$ cat config.mk
export PLATFORM = sky130hd
export DESIGN_NAME = coef_sequencer_flat
export DESIGN_NICKNAME = d
export VERILOG_FILES = /design/src/verilog/biquad_pkg.sv /design/src/verilog/div_if.sv /design/src/verilog/coef_if.sv /design/src/verilog/coef_sequencer.sv /design/src/flat_wrapper.sv
export SDC_FILE = /design/constraint.sdc
export NUM_CORES = 1
export LEC_CHECK = 0
export BUFFER_PORTS_ARGS = -buffer_cell sky130_fd_sc_hd__buf_2
export CORE_MARGIN = 8
export CORE_UTILIZATION = 55
export DETAILED_ROUTE_END_ITERATION = 16
export PLACE_DENSITY_LB_ADDON = 0.15
export SLEW_MARGIN = 0
export SYNTH_ARGS = -nofsm -noshare
export SYNTH_HDL_FRONTEND = slang
export SYNTH_SLANG_ARGS = --single-unit
$ cat constraint.sdc
create_clock -name clk -period 24.4 [get_ports clk]
set_input_delay 7.32 -clock clk [delete_from_list [all_inputs] [get_ports clk]]
set_output_delay 7.32 -clock clk [all_outputs]
set_load 0.01 [all_outputs]
$ cat src/verilog/biquad_pkg.sv
// Shared widths, fixed-point types and FSM encodings, imported by every biquad design unit
`default_nettype none

package biquad_pkg;

  // ----------------------------------------
  // Word widths
  // ----------------------------------------

  // Coefficient word, also used for cos, sin, Q and alfa
  localparam int COEF_W   = 18;
  // Filter input and output samples
  localparam int SAMPLE_W = 16;
  // Partial sums of the datapath, wide enough for three products
  localparam int ACC_W    = 40;

  typedef logic signed [COEF_W-1:0]   coef_t;
  typedef logic signed [SAMPLE_W-1:0] sample_t;
  typedef logic signed [ACC_W-1:0]    acc_t;

  // Saturation limits
  localparam coef_t   COEF_MAX   = {1'b0, {(COEF_W-1){1'b1}}};
  localparam coef_t   COEF_MIN   = {1'b1, {(COEF_W-1){1'b0}}};
  localparam sample_t SAMPLE_MAX = {1'b0, {(SAMPLE_W-1){1'b1}}};
  localparam sample_t SAMPLE_MIN = {1'b1, {(SAMPLE_W-1){1'b0}}};

  // ----------------------------------------
  // Encodings
  // ----------------------------------------

  // Filter response, code 3 behaves as band pass
  typedef enum logic [1:0] {
    low_pass_e  = 2'd0,
    high_pass_e = 2'd1,
    band_pass_e = 2'd2
  } iir_type_t;

  // Coefficient sequencer FSM
  typedef enum logic [3:0] {
    wait_q_st,
    alfa_st,
    raw_st,
    norm_b0_st,
    norm_b1_st,
    norm_b2_st,
    norm_a1_st,
    norm_a2_st,
    idle_st
  } seq_state_t;

endpackage

`default_nettype wire

$ cat src/verilog/div_if.sv
// Request and quotient channel between the coefficient sequencer and the shared divider
`timescale 1ns/1ps
`default_nettype none

interface div_if;
  import biquad_pkg::*;

  // Request, one beat carries both operands
  logic  req_valid;
  logic  req_ready;
  coef_t dividend;
  coef_t divisor;

  // Result pulse, always accepted by the requester
  logic  res_valid;
  coef_t quotient;

  modport requester (
    output req_valid, dividend, divisor,
    input  req_ready, res_valid, quotient
  );

  modport divider (
    input  req_valid, dividend, divisor,
    output req_ready, res_valid, quotient
  );

endinterface

`default_nettype wire

$ cat src/verilog/coef_if.sv
// Published filter coefficients, driven by the sequencer and read by the two datapath stages
`timescale 1ns/1ps
`default_nettype none

interface coef_if;
  import biquad_pkg::*;

  // Zeros
  coef_t b0;
  coef_t b1;
  coef_t b2;
  // Poles, a0 already normalized away
  coef_t a1;
  coef_t a2;

  modport source (output b0, b1, b2, a1, a2);
  modport zeros  (input  b0, b1, b2);
  modport poles  (input  a1, a2);

endinterface

`default_nettype wire

$ cat src/verilog/coef_sequencer.sv
// Coefficient engine FSM, recomputes alfa and normalized biquad coefficients on configuration change
`timescale 1ns/1ps
`default_nettype none

module coef_sequencer #(
  parameter int COEF_Q = 14
) (
  input  logic                  clk,
  input  logic                  rst_n,
  input  biquad_pkg::coef_t     cfg_cos,
  input  biquad_pkg::coef_t     cfg_sin,
  input  biquad_pkg::coef_t     cfg_q,
  input  biquad_pkg::iir_type_t cfg_type,
  div_if.requester              div,
  coef_if.source                coef,
  output biquad_pkg::coef_t     alfa,
  output logic                  busy
);
  import biquad_pkg::*;

  // Unity in fixed point
  localparam coef_t ONE = coef_t'(1 << COEF_Q);

  seq_state_t state_q;
  logic       wait_res_q;
  // Configuration snapshot
  coef_t      cos_q;
  coef_t      sin_q;
  coef_t      q_q;
  iir_type_t  type_q;
  // Raw coefficients before normalization
  coef_t      raw_a0;
  coef_t      raw_b0;
  coef_t      raw_b1;
  coef_t      raw_b2;
  coef_t      raw_a1;
  coef_t      raw_a2;
  // Normalized values held until all five are ready
  coef_t      pend_b0;
  coef_t      pend_b1;
  coef_t      pend_b2;
  coef_t      pend_a1;
  coef_t      op_dividend;
  coef_t      op_divisor;
  coef_t      one_m_cos;
  coef_t      one_p_cos;
  coef_t      sin_half;
  logic       div_state;
  logic       launch;
  logic       res_take;
  logic       geom_chg;
  logic       type_chg;

  assign one_m_cos = ONE - cos_q;
  assign one_p_cos = ONE + cos_q;
  assign sin_half  = sin_q >>> 1;

  // Geometry change redoes alfa, a type change only the coefficients
  assign geom_chg = (cfg_cos != cos_q) || (cfg_sin != sin_q) || (cfg_q != q_q);
  assign type_chg = (cfg_type != type_q);

  // ----------------------------------------
  // Divider operand select
  // ----------------------------------------

  always_comb begin
    div_state  = 1'b1;
    op_divisor = raw_a0;
    case (state_q)
      alfa_st: begin
        // alfa = sin / 2Q
        op_dividend = sin_q;
        op_divisor  = q_q <<< 1;
      end
      norm_b0_st: op_dividend = raw_b0;
      norm_b1_st: op_dividend = raw_b1;
      norm_b2_st: op_dividend = raw_b2;
      norm_a1_st: op_dividend = raw_a1;
      norm_a2_st: op_dividend = raw_a2;
      default: begin
        op_dividend = raw_b0;
        div_state   = 1'b0;
      end
    endcase
  end

  // New request once per divide state, result taken while waiting
  assign launch   = div_state & ~wait_res_q & ~div.req_valid;
  assign res_take = wait_res_q & div.res_valid;

  // ----------------------------------------
  // FSM and published registers
  // ----------------------------------------

  always_ff @(posedge clk or negedge rst_n) begin
    if (!rst_n) begin
      state_q       <= wait_q_st;
      busy          <= 1'b0;
      wait_res_q    <= 1'b0;
      div.req_valid <= 1'b0;
      cos_q         <= '0;
      sin_q         <= '0;
      q_q           <= '0;
      type_q        <= low_pass_e;
      alfa          <= '0;
      // Pass-through until the first calculation
      coef.b0       <= ONE;
      coef.b1       <= '0;
      coef.b2       <= '0;
      coef.a1       <= '0;
      coef.a2       <= '0;
    end else begin
      if (launch) begin
        div.req_valid <= 1'b1;
      end
      if (div.req_valid && div.req_ready) begin
        div.req_valid <= 1'b0;
        wait_res_q    <= 1'b1;
      end
      if (res_take) begin
        wait_res_q <= 1'b0;
      end

      case (state_q)
        // Q is the last field set, so start once it is nonzero
        wait_q_st: begin
          if (cfg_q != '0) begin
            cos_q   <= cfg_cos;
            sin_q   <= cfg_sin;
            q_q     <= cfg_q;
            type_q  <= cfg_type;
            busy    <= 1'b1;
            state_q <= alfa_st;
          end
        end
        alfa_st: begin
          if (res_take) begin
            alfa    <= div.quotient;
            state_q <= raw_st;
          end
        end
        raw_st:     state_q <= norm_b0_st;
        norm_b0_st: if (res_take) state_q <= norm_b1_st;
        norm_b1_st: if (res_take) state_q <= norm_b2_st;
        norm_b2_st: if (res_take) state_q <= norm_a1_st;
        norm_a1_st: if (res_take) state_q <= norm_a2_st;
        norm_a2_st: begin
          // All five switch on the same edge as busy falls
          if (res_take) begin
            coef.b0 <= pend_b0;
            coef.b1 <= pend_b1;
            coef.b2 <= pend_b2;
            coef.a1 <= pend_a1;
            coef.a2 <= div.quotient;
            busy    <= 1'b0;
            state_q <= idle_st;
          end
        end
        idle_st: begin
          if (geom_chg) begin
            cos_q   <= cfg_cos;
            sin_q   <= cfg_sin;
            q_q     <= cfg_q;
            type_q  <= cfg_type;
            busy    <= 1'b1;
            state_q <= alfa_st;
          end else if (type_chg) begin
            type_q  <= cfg_type;
            busy    <= 1'b1;
            state_q <= raw_st;
          end
        end
        default: state_q <= wait_q_st;
      endcase
    end
  end

  // ----------------------------------------
  // Operands and intermediate coefficients
  // ----------------------------------------

  always_ff @(posedge clk) begin
    if (launch) begin
      div.dividend <= op_dividend;
      div.divisor  <= op_divisor;
    end
    if (state_q == raw_st) begin
      raw_a0 <= ONE + alfa;
      raw_a1 <= -(cos_q <<< 1);
      raw_a2 <= ONE - alfa;
      case (type_q)
        low_pass_e: begin
          raw_b0 <= one_m_cos >>> 1;
          raw_b1 <= one_m_cos;
          raw_b2 <= one_m_cos >>> 1;
        end
        high_pass_e: begin
          raw_b0 <= one_p_cos >>> 1;
          raw_b1 <= -one_p_cos;
          raw_b2 <= one_p_cos >>> 1;
        end
        // Band pass, also any unknown code
        default: begin
          raw_b0 <= sin_half;
          raw_b1 <= '0;
          raw_b2 <= -sin_half;
        end
      endcase
    end
    if (res_take) begin
      case (state_q)
        norm_b0_st: pend_b0 <= div.quotient;
        norm_b1_st: pend_b1 <= div.quotient;
        norm_b2_st: pend_b2 <= div.quotient;
        norm_a1_st: pend_a1 <= div.quotient;
        default: ;
      endcase
    end
  end

endmodule

`default_nettype wire

$ cat src/flat_wrapper.sv
// flat-port wrapper written by rule: the top's interface ports become plain ports
module coef_sequencer_flat import biquad_pkg::*;
#(
  parameter int COEF_Q = 14
)
  (clk, rst_n, cfg_cos, cfg_sin, cfg_q, cfg_type, alfa, busy, div_req_valid, div_dividend, div_divisor, div_req_ready, div_res_valid, div_quotient, coef_b0, coef_b1, coef_b2, coef_a1, coef_a2);
  div_if div_i ();
  coef_if coef_i ();
  input  logic clk;
  input  logic rst_n;
  input  biquad_pkg::coef_t cfg_cos;
  input  biquad_pkg::coef_t cfg_sin;
  input  biquad_pkg::coef_t cfg_q;
  input  biquad_pkg::iir_type_t cfg_type;
  output biquad_pkg::coef_t alfa;
  output logic busy;
  output wire logic [$bits(div_i.req_valid)-1:0] div_req_valid;
  output wire logic [$bits(div_i.dividend)-1:0] div_dividend;
  output wire logic [$bits(div_i.divisor)-1:0] div_divisor;
  input wire logic [$bits(div_i.req_ready)-1:0] div_req_ready;
  input wire logic [$bits(div_i.res_valid)-1:0] div_res_valid;
  input wire logic [$bits(div_i.quotient)-1:0] div_quotient;
  output wire logic [$bits(coef_i.b0)-1:0] coef_b0;
  output wire logic [$bits(coef_i.b1)-1:0] coef_b1;
  output wire logic [$bits(coef_i.b2)-1:0] coef_b2;
  output wire logic [$bits(coef_i.a1)-1:0] coef_a1;
  output wire logic [$bits(coef_i.a2)-1:0] coef_a2;
  assign div_req_valid = div_i.req_valid;
  assign div_dividend = div_i.dividend;
  assign div_divisor = div_i.divisor;
  assign div_i.req_ready = div_req_ready;
  assign div_i.res_valid = div_res_valid;
  assign div_i.quotient = div_quotient;
  assign coef_b0 = coef_i.b0;
  assign coef_b1 = coef_i.b1;
  assign coef_b2 = coef_i.b2;
  assign coef_a1 = coef_i.a1;
  assign coef_a2 = coef_i.a2;
  coef_sequencer #(.COEF_Q(COEF_Q)) u_core (.clk(clk), .rst_n(rst_n), .cfg_cos(cfg_cos), .cfg_sin(cfg_sin), .cfg_q(cfg_q), .cfg_type(cfg_type), .div(div_i), .coef(coef_i), .alfa(alfa), .busy(busy));
endmodule
# Word level (Yosys, flattened, before mapping)
# Index checks and enable logic that the tools add are counted.
totals:
  ff_bits: 387
  in_bits: 78
  output_inout_bits: 146
  wordCells: 120
classes:
  bitwise: 5
  n_eq_ne: 22
  n_mux: 38
  add_sub_neg: 7
  n_reduce_logical: 21
op_table:
  columns: ["operator", "n"]
  rows:
  - ["one-hot mux 18 bit (2 select lines)", 6]
  - ["2-to-1 mux 18 bit", 7]
  - ["one-hot mux 18 bit (5 select lines)", 1]
  - ["!= test 18 bit", 3]
  - ["adder 16 x 18 -> 18 bit, first input constant", 2]
  - ["2-to-1 mux 4 bit", 9]
  - ["negator 18 bit", 2]
  - ["one-hot mux 4 bit (9 select lines)", 1]
  - ["subtractor 16 x 18 -> 18 bit, first input constant", 2]
  - ["negator 17 -> 18 bit", 1]
  - ["nonzero test 18 bit", 1]
  - ["== test 4 x 3 -> 1 bit, second input constant", 4]
  - ["!= test 2 x 1 -> 1 bit, second input constant", 8]
  - ["AND reduction 2 bit", 6]
  - ["2-to-1 mux 1 bit", 9]
  - ["== test 4 x 2 -> 1 bit, second input constant", 2]
  - ["AND reduction 8 bit", 1]
  - ["2-to-1 mux 2 bit", 3]
  - ["AND reduction 3 bit", 2]
  - ["nonzero test 2 bit", 3]
  - ["OR reduction 6 bit", 1]
  - ["== test 4 x 1 -> 1 bit, second input constant", 1]
  - ["== test 4 bit, second input constant", 1]
  - ["zero test 4 bit", 1]
  - ["12 further kinds", 16]

# Depth between registers and ports, before layout
depth:
  depth_word: 7
  depth_mapped: 9
  mapped_depth_nobuf: 8

# Least setup slack after synthesis
# No wires, ideal clock.
synth_path:
  kind: "input -> register"
  start: "input div_res_valid"
  end: "register u_core.pend_b1[0], enable pin"
  setup_time_ps: 439
  arrival_ps: 9162
  path_buffers: 0
  stages: 2
  path_slack_ps: 14799
  required_time_ps: 23961
  cell_sequence: "nand2_1 > nor4_1"
synth_between:
  elab_chain_cells: 2
synth_lines:
  columns: ["item", "line_no", "source"]
  rows:
  - ["from (decl)", "flat_wrapper.sv:21", "input wire logic [$bits(div_i.res_valid)-1:0] div_res_valid;"]
  - ["bitwise AND 1 bit", "coef_sequencer.sv:89", "assign res_take = wait_res_q & div.res_valid;"]
  - ["AND reduction 2 bit (no line)", null, null]
  - ["to (signal assigned)", "coef_sequencer.sv:213", "norm_b1_st: pend_b1 <= div.quotient;"]
  - ["to (decl)", "coef_sequencer.sv:40", "coef_t pend_b1;"]
# Every way passes these cells.
# A chain may end at the register's enable or synchronous reset.

# Worst setup path in the final report
layout_path:
  start: "input cfg_q[16]"
  end: "register u_core.cos_q[8]"
layout_between:
  elab_chain_cells: 4
  word_cells_on_any_way: 6
  cone_classes: "eq/ne: 3; reduce/logical: 3"
layout_lines:
  columns: ["item", "line_no", "source"]
  rows:
  - ["from (decl)", "flat_wrapper.sv:13", "input biquad_pkg::coef_t cfg_q;"]
  - ["!= test 18 bit", "coef_sequencer.sv:59", "assign geom_chg = (cfg_cos != cos_q) || (cfg_sin != sin_q) || (cfg_q != q_q);"]
  - ["logical OR 1 bit", "coef_sequencer.sv:59", null]
  - ["!= test 2 x 1 -> 1 bit (no line)", null, null]
  - ["AND reduction 3 bit (no line) *", null, null]
  - ["to (signal assigned)", "coef_sequencer.sv:128", "cos_q <= cfg_cos;"]
  - ["to (signal assigned)", "coef_sequencer.sv:161", "cos_q <= cfg_cos;"]
  - ["to (decl)", "coef_sequencer.sv:27", "coef_t cos_q;"]
# Mark *: on every way between the ends. The rest lies on a longest branch, timed or not.

==> results.json <==
{
  "power.density_nw_per_um2": 145,
  "min_path_cells": 1,
  "synth_top_area_share": 0.387,
  "hp-class": "reg -> reg",
  "fin_tns_setup_ps": 0,
  "synth_flop_cell": "edfxtp_1",
  "grt_pass1_vias": 10700,
  "fin_crit_ps": 9790,
  "critical_path_peak_fanout": 28,
  "ys_async_sr_fraction": 0.446,
  "hp-start": "u_core.pend_b0[0]$_DFFE_PP_",
  "ctsHoldBuffers": 0,
  "setup_violations": 0,
  "diodes": 0,
  "synth.lib_cells_used.distinct": 55,
  "reg2reg_to": "u_core.cos_q[8]$_DFFE_PN0P_",
  "fin_util": 0.652,
  "rows": 63,
  "hold_violations": 0,
  "start_util": 0.557,
  "grt-ovfl-total": 0,
  "clk_pin_slew_worst_paths_ps": 60,
  "slew_viol_final": 0,
  "wl_per_cell_um": 23.4,
  "clk_latency_ps": 530,
  "antenna_found_initial": 0,
  "dp_slack_ps": 14080,
  "synth_commonest_cells": "212 x edfxtp_1, 192 x mux2_2, 170 x dfrtp_1",
  "clock_sinks": 383,
  "syn_inst": 1139,
  "grt_setup_unrepaired": "false",
  "synth_area_um2": 16500,
  "synthTopCellsByArea": "edfxtp_1 39%, dfrtp_1 26%, mux2_2 13%, xnor2_1 5.1%, a21oi_1 1.5%",
  "antenna_left": 0,
  "rr_worst_depth": 8,
  "gp_congestion": 0.902,
  "synth_top_cell_by_area": "edfxtp_1",
  "r2r-start": "u_core.state_q[0]$_DFFE_PN0P_",
  "die_h_um": 189,
  "die_w_um": 189,
  "h-tree-depth": 2,
  "crit_path_start_kind": "primary input",
  "skew_ps": 13.7,
  "place.port_buffers": 223,
  "drt_first_iter_violations": 580,
  "synth_edf_count": 212,
  "synth.most_common_cell": "edfxtp_1",
  "drt_pre_antenna_iters": 5,
  "min_to": "u_core.coef.b0[0]$_DFFE_PN0P_",
  "root_buffer": "clkbuf_16",
  "syn_nets": 1227,
  "status": "finished clean",
  "relSlewSlack": 0.361,
  "fin_ws_ps": 14610,
  "numCtsBuffers": 40,
  "post_cts_buffers": 0,
  "irDropWorstVdd_mv": 0.0759,
  "worstMarginPinSlew_ps": 959,
  "crit_path_end_kind": "register",
  "layout-drive-gt1-share": 0.370,
  "dieArea_um2": 35700,
  "ys_seq_area_frac": 0.647,
  "fmax_mhz": 102,
  "yosysWarnings": 0,
  "grt_pass1_wl_um": 63900,
  "worstPathRequired_ps": 24800,
  "regToRegSetupSlack_ps": 20730,
  "core_area_um2": 29600,
  "grt_usage": 0.230,
  "syn_avg_cell_area_um2": 14.4,
  "pin_count": 224,
  "grt_max_degree": 75,
  "avgViaCountPerCell": 5.64,
  "cts_resized": 0,
  "vias": 10000,
  "max_cap_violations": 0,
  "hpwl_um": 28900,
  "nNetsFinal": 1445,
  "wl_um": 41600,
  "p_leak_uw": 0.00774,
  "critical_path_class": "in -> reg",
  "synth-seq-cells": 383,
  "drc": 0,
  "cts_tree": "done",
  "finalCritPeriodShare": 0.401,
  "arrival_ps": 10190,
  "clock_path_buffers": 3,
  "layout-area-overhead-vs-synth_pct": 17.1
}
==> logic make-up after synthesis <==
group           synth area share
compound gates            0.0452
mux                        0.147
xor+xnor                  0.0644
flops                      0.647
buf+inv                   0.0243
simple gates              0.0644
fa+ha+maj                0.00761
==> state kept, by name, indices dropped and copies added (netlist names), 17 cells and up <==
name and count:
u_core.alfa 18, u_core.coef.a1 18, u_core.coef.a2 18, u_core.coef.b0 18, u_core.coef.b1 18, u_core.coef.b2 18, u_core.cos_q 18, u_core.div.dividend 18
u_core.div.divisor 18, u_core.pend_a1 18, u_core.pend_b0 18, u_core.pend_b1 18, u_core.pend_b2 18, u_core.q_q 18, u_core.raw_a2 18, u_core.raw_b1 18
u_core.raw_b2 18, u_core.sin_q 18, u_core.raw_a0 17, u_core.raw_a1 17
==> power breakdown <==
group	internal (uW)	switching (uW)	total (uW)
Sequential	1020	215	1240
Combinational	432	526	958
Clock	348	245	593
==> worst max-delay path by stage <==
stage / to / slack [ps] / from
finish: u_core.cos_q[8]$_DFFE_PN0P_ / 14610 / cfg_q[16]
global placement: u_core.q_q[13]$_DFFE_PN0P_ / 14200 / cfg_q[15]
floorplan: u_core.pend_b1[0]$_DFFE_PP_ / 14800 / div_res_valid
CTS: u_core.cos_q[8]$_DFFE_PN0P_ / 14610 / cfg_q[15]
detailed placement: u_core.q_q[11]$_DFFE_PN0P_ / 14080 / cfg_q[15]
global route: u_core.cos_q[8]$_DFFE_PN0P_ / 14380 / cfg_q[0]
==> through the flow <==
stage	cell area, um^2	hold slack [ps]	power [uW]	cells
2_1_floorplan	16500	454	1850	1139
3_3_place_gp	18000	455	2180	1705
3_5_place_dp	18000	463	2210	1705
4_1_cts	19300	477	2810	1778
5_1_grt	19300	488	2940	1778
6_report	19300	474	2790	1778
==> metal layers <==
metal,share of wire,global-route usage,vias up
li1,-,-,4583
met4,0.027,0.0692,0
met5,0,0,-
met3,0.072,0.0600,64
met2,0.49,0.384,301
met1,0.41,0.293,5085
==> layout make-up <==
cell class / count / area, um^2
clock buffer: 59 / 1140
fill: 2243 / 10300
inverter: 27 / 101
multi-input combinational: 662 / 5460
tap: 390 / 488
clock inverter: 14 / 154
timing repair buffer: 243 / 1270
sequential: 383 / 10600
==> cell usage in the layout (no fill, tap or decap), types with 4 or more instances in the layout <==
master	n
a22o_1	16
a21oi_1	48
mux2_2	192
and2_1	12
clkbuf_16	41
nand3_1	9
inv_1	26
clkinv_1	7
clkbuf_1	13
dfrtp_1	170
a21o_1	4
nor3_1	11
buf_4	20
nand2b_1	5
xor2_1	26
nand2_1	36
or4_4	4
mux2i_1	21
clkbuf_8	5
nor4_1	16
edfxtp_1	212
a211oi_1	16
xnor2_1	95
ha_1	10
nor3_2	5
nor2b_1	4
o21ai_0	15
nand4_1	18
nor2_1	53
buf_2	222
==> critical path: stages <==
cell and delay [ps]:
buf_2 120, nor4_1 50, buf_4 150, nand4_1 180
nor2_1 110, nor4_1 560, and2_2 760, buf_4 500
mux2_2 400
Power figures use the tool's default switching activity.
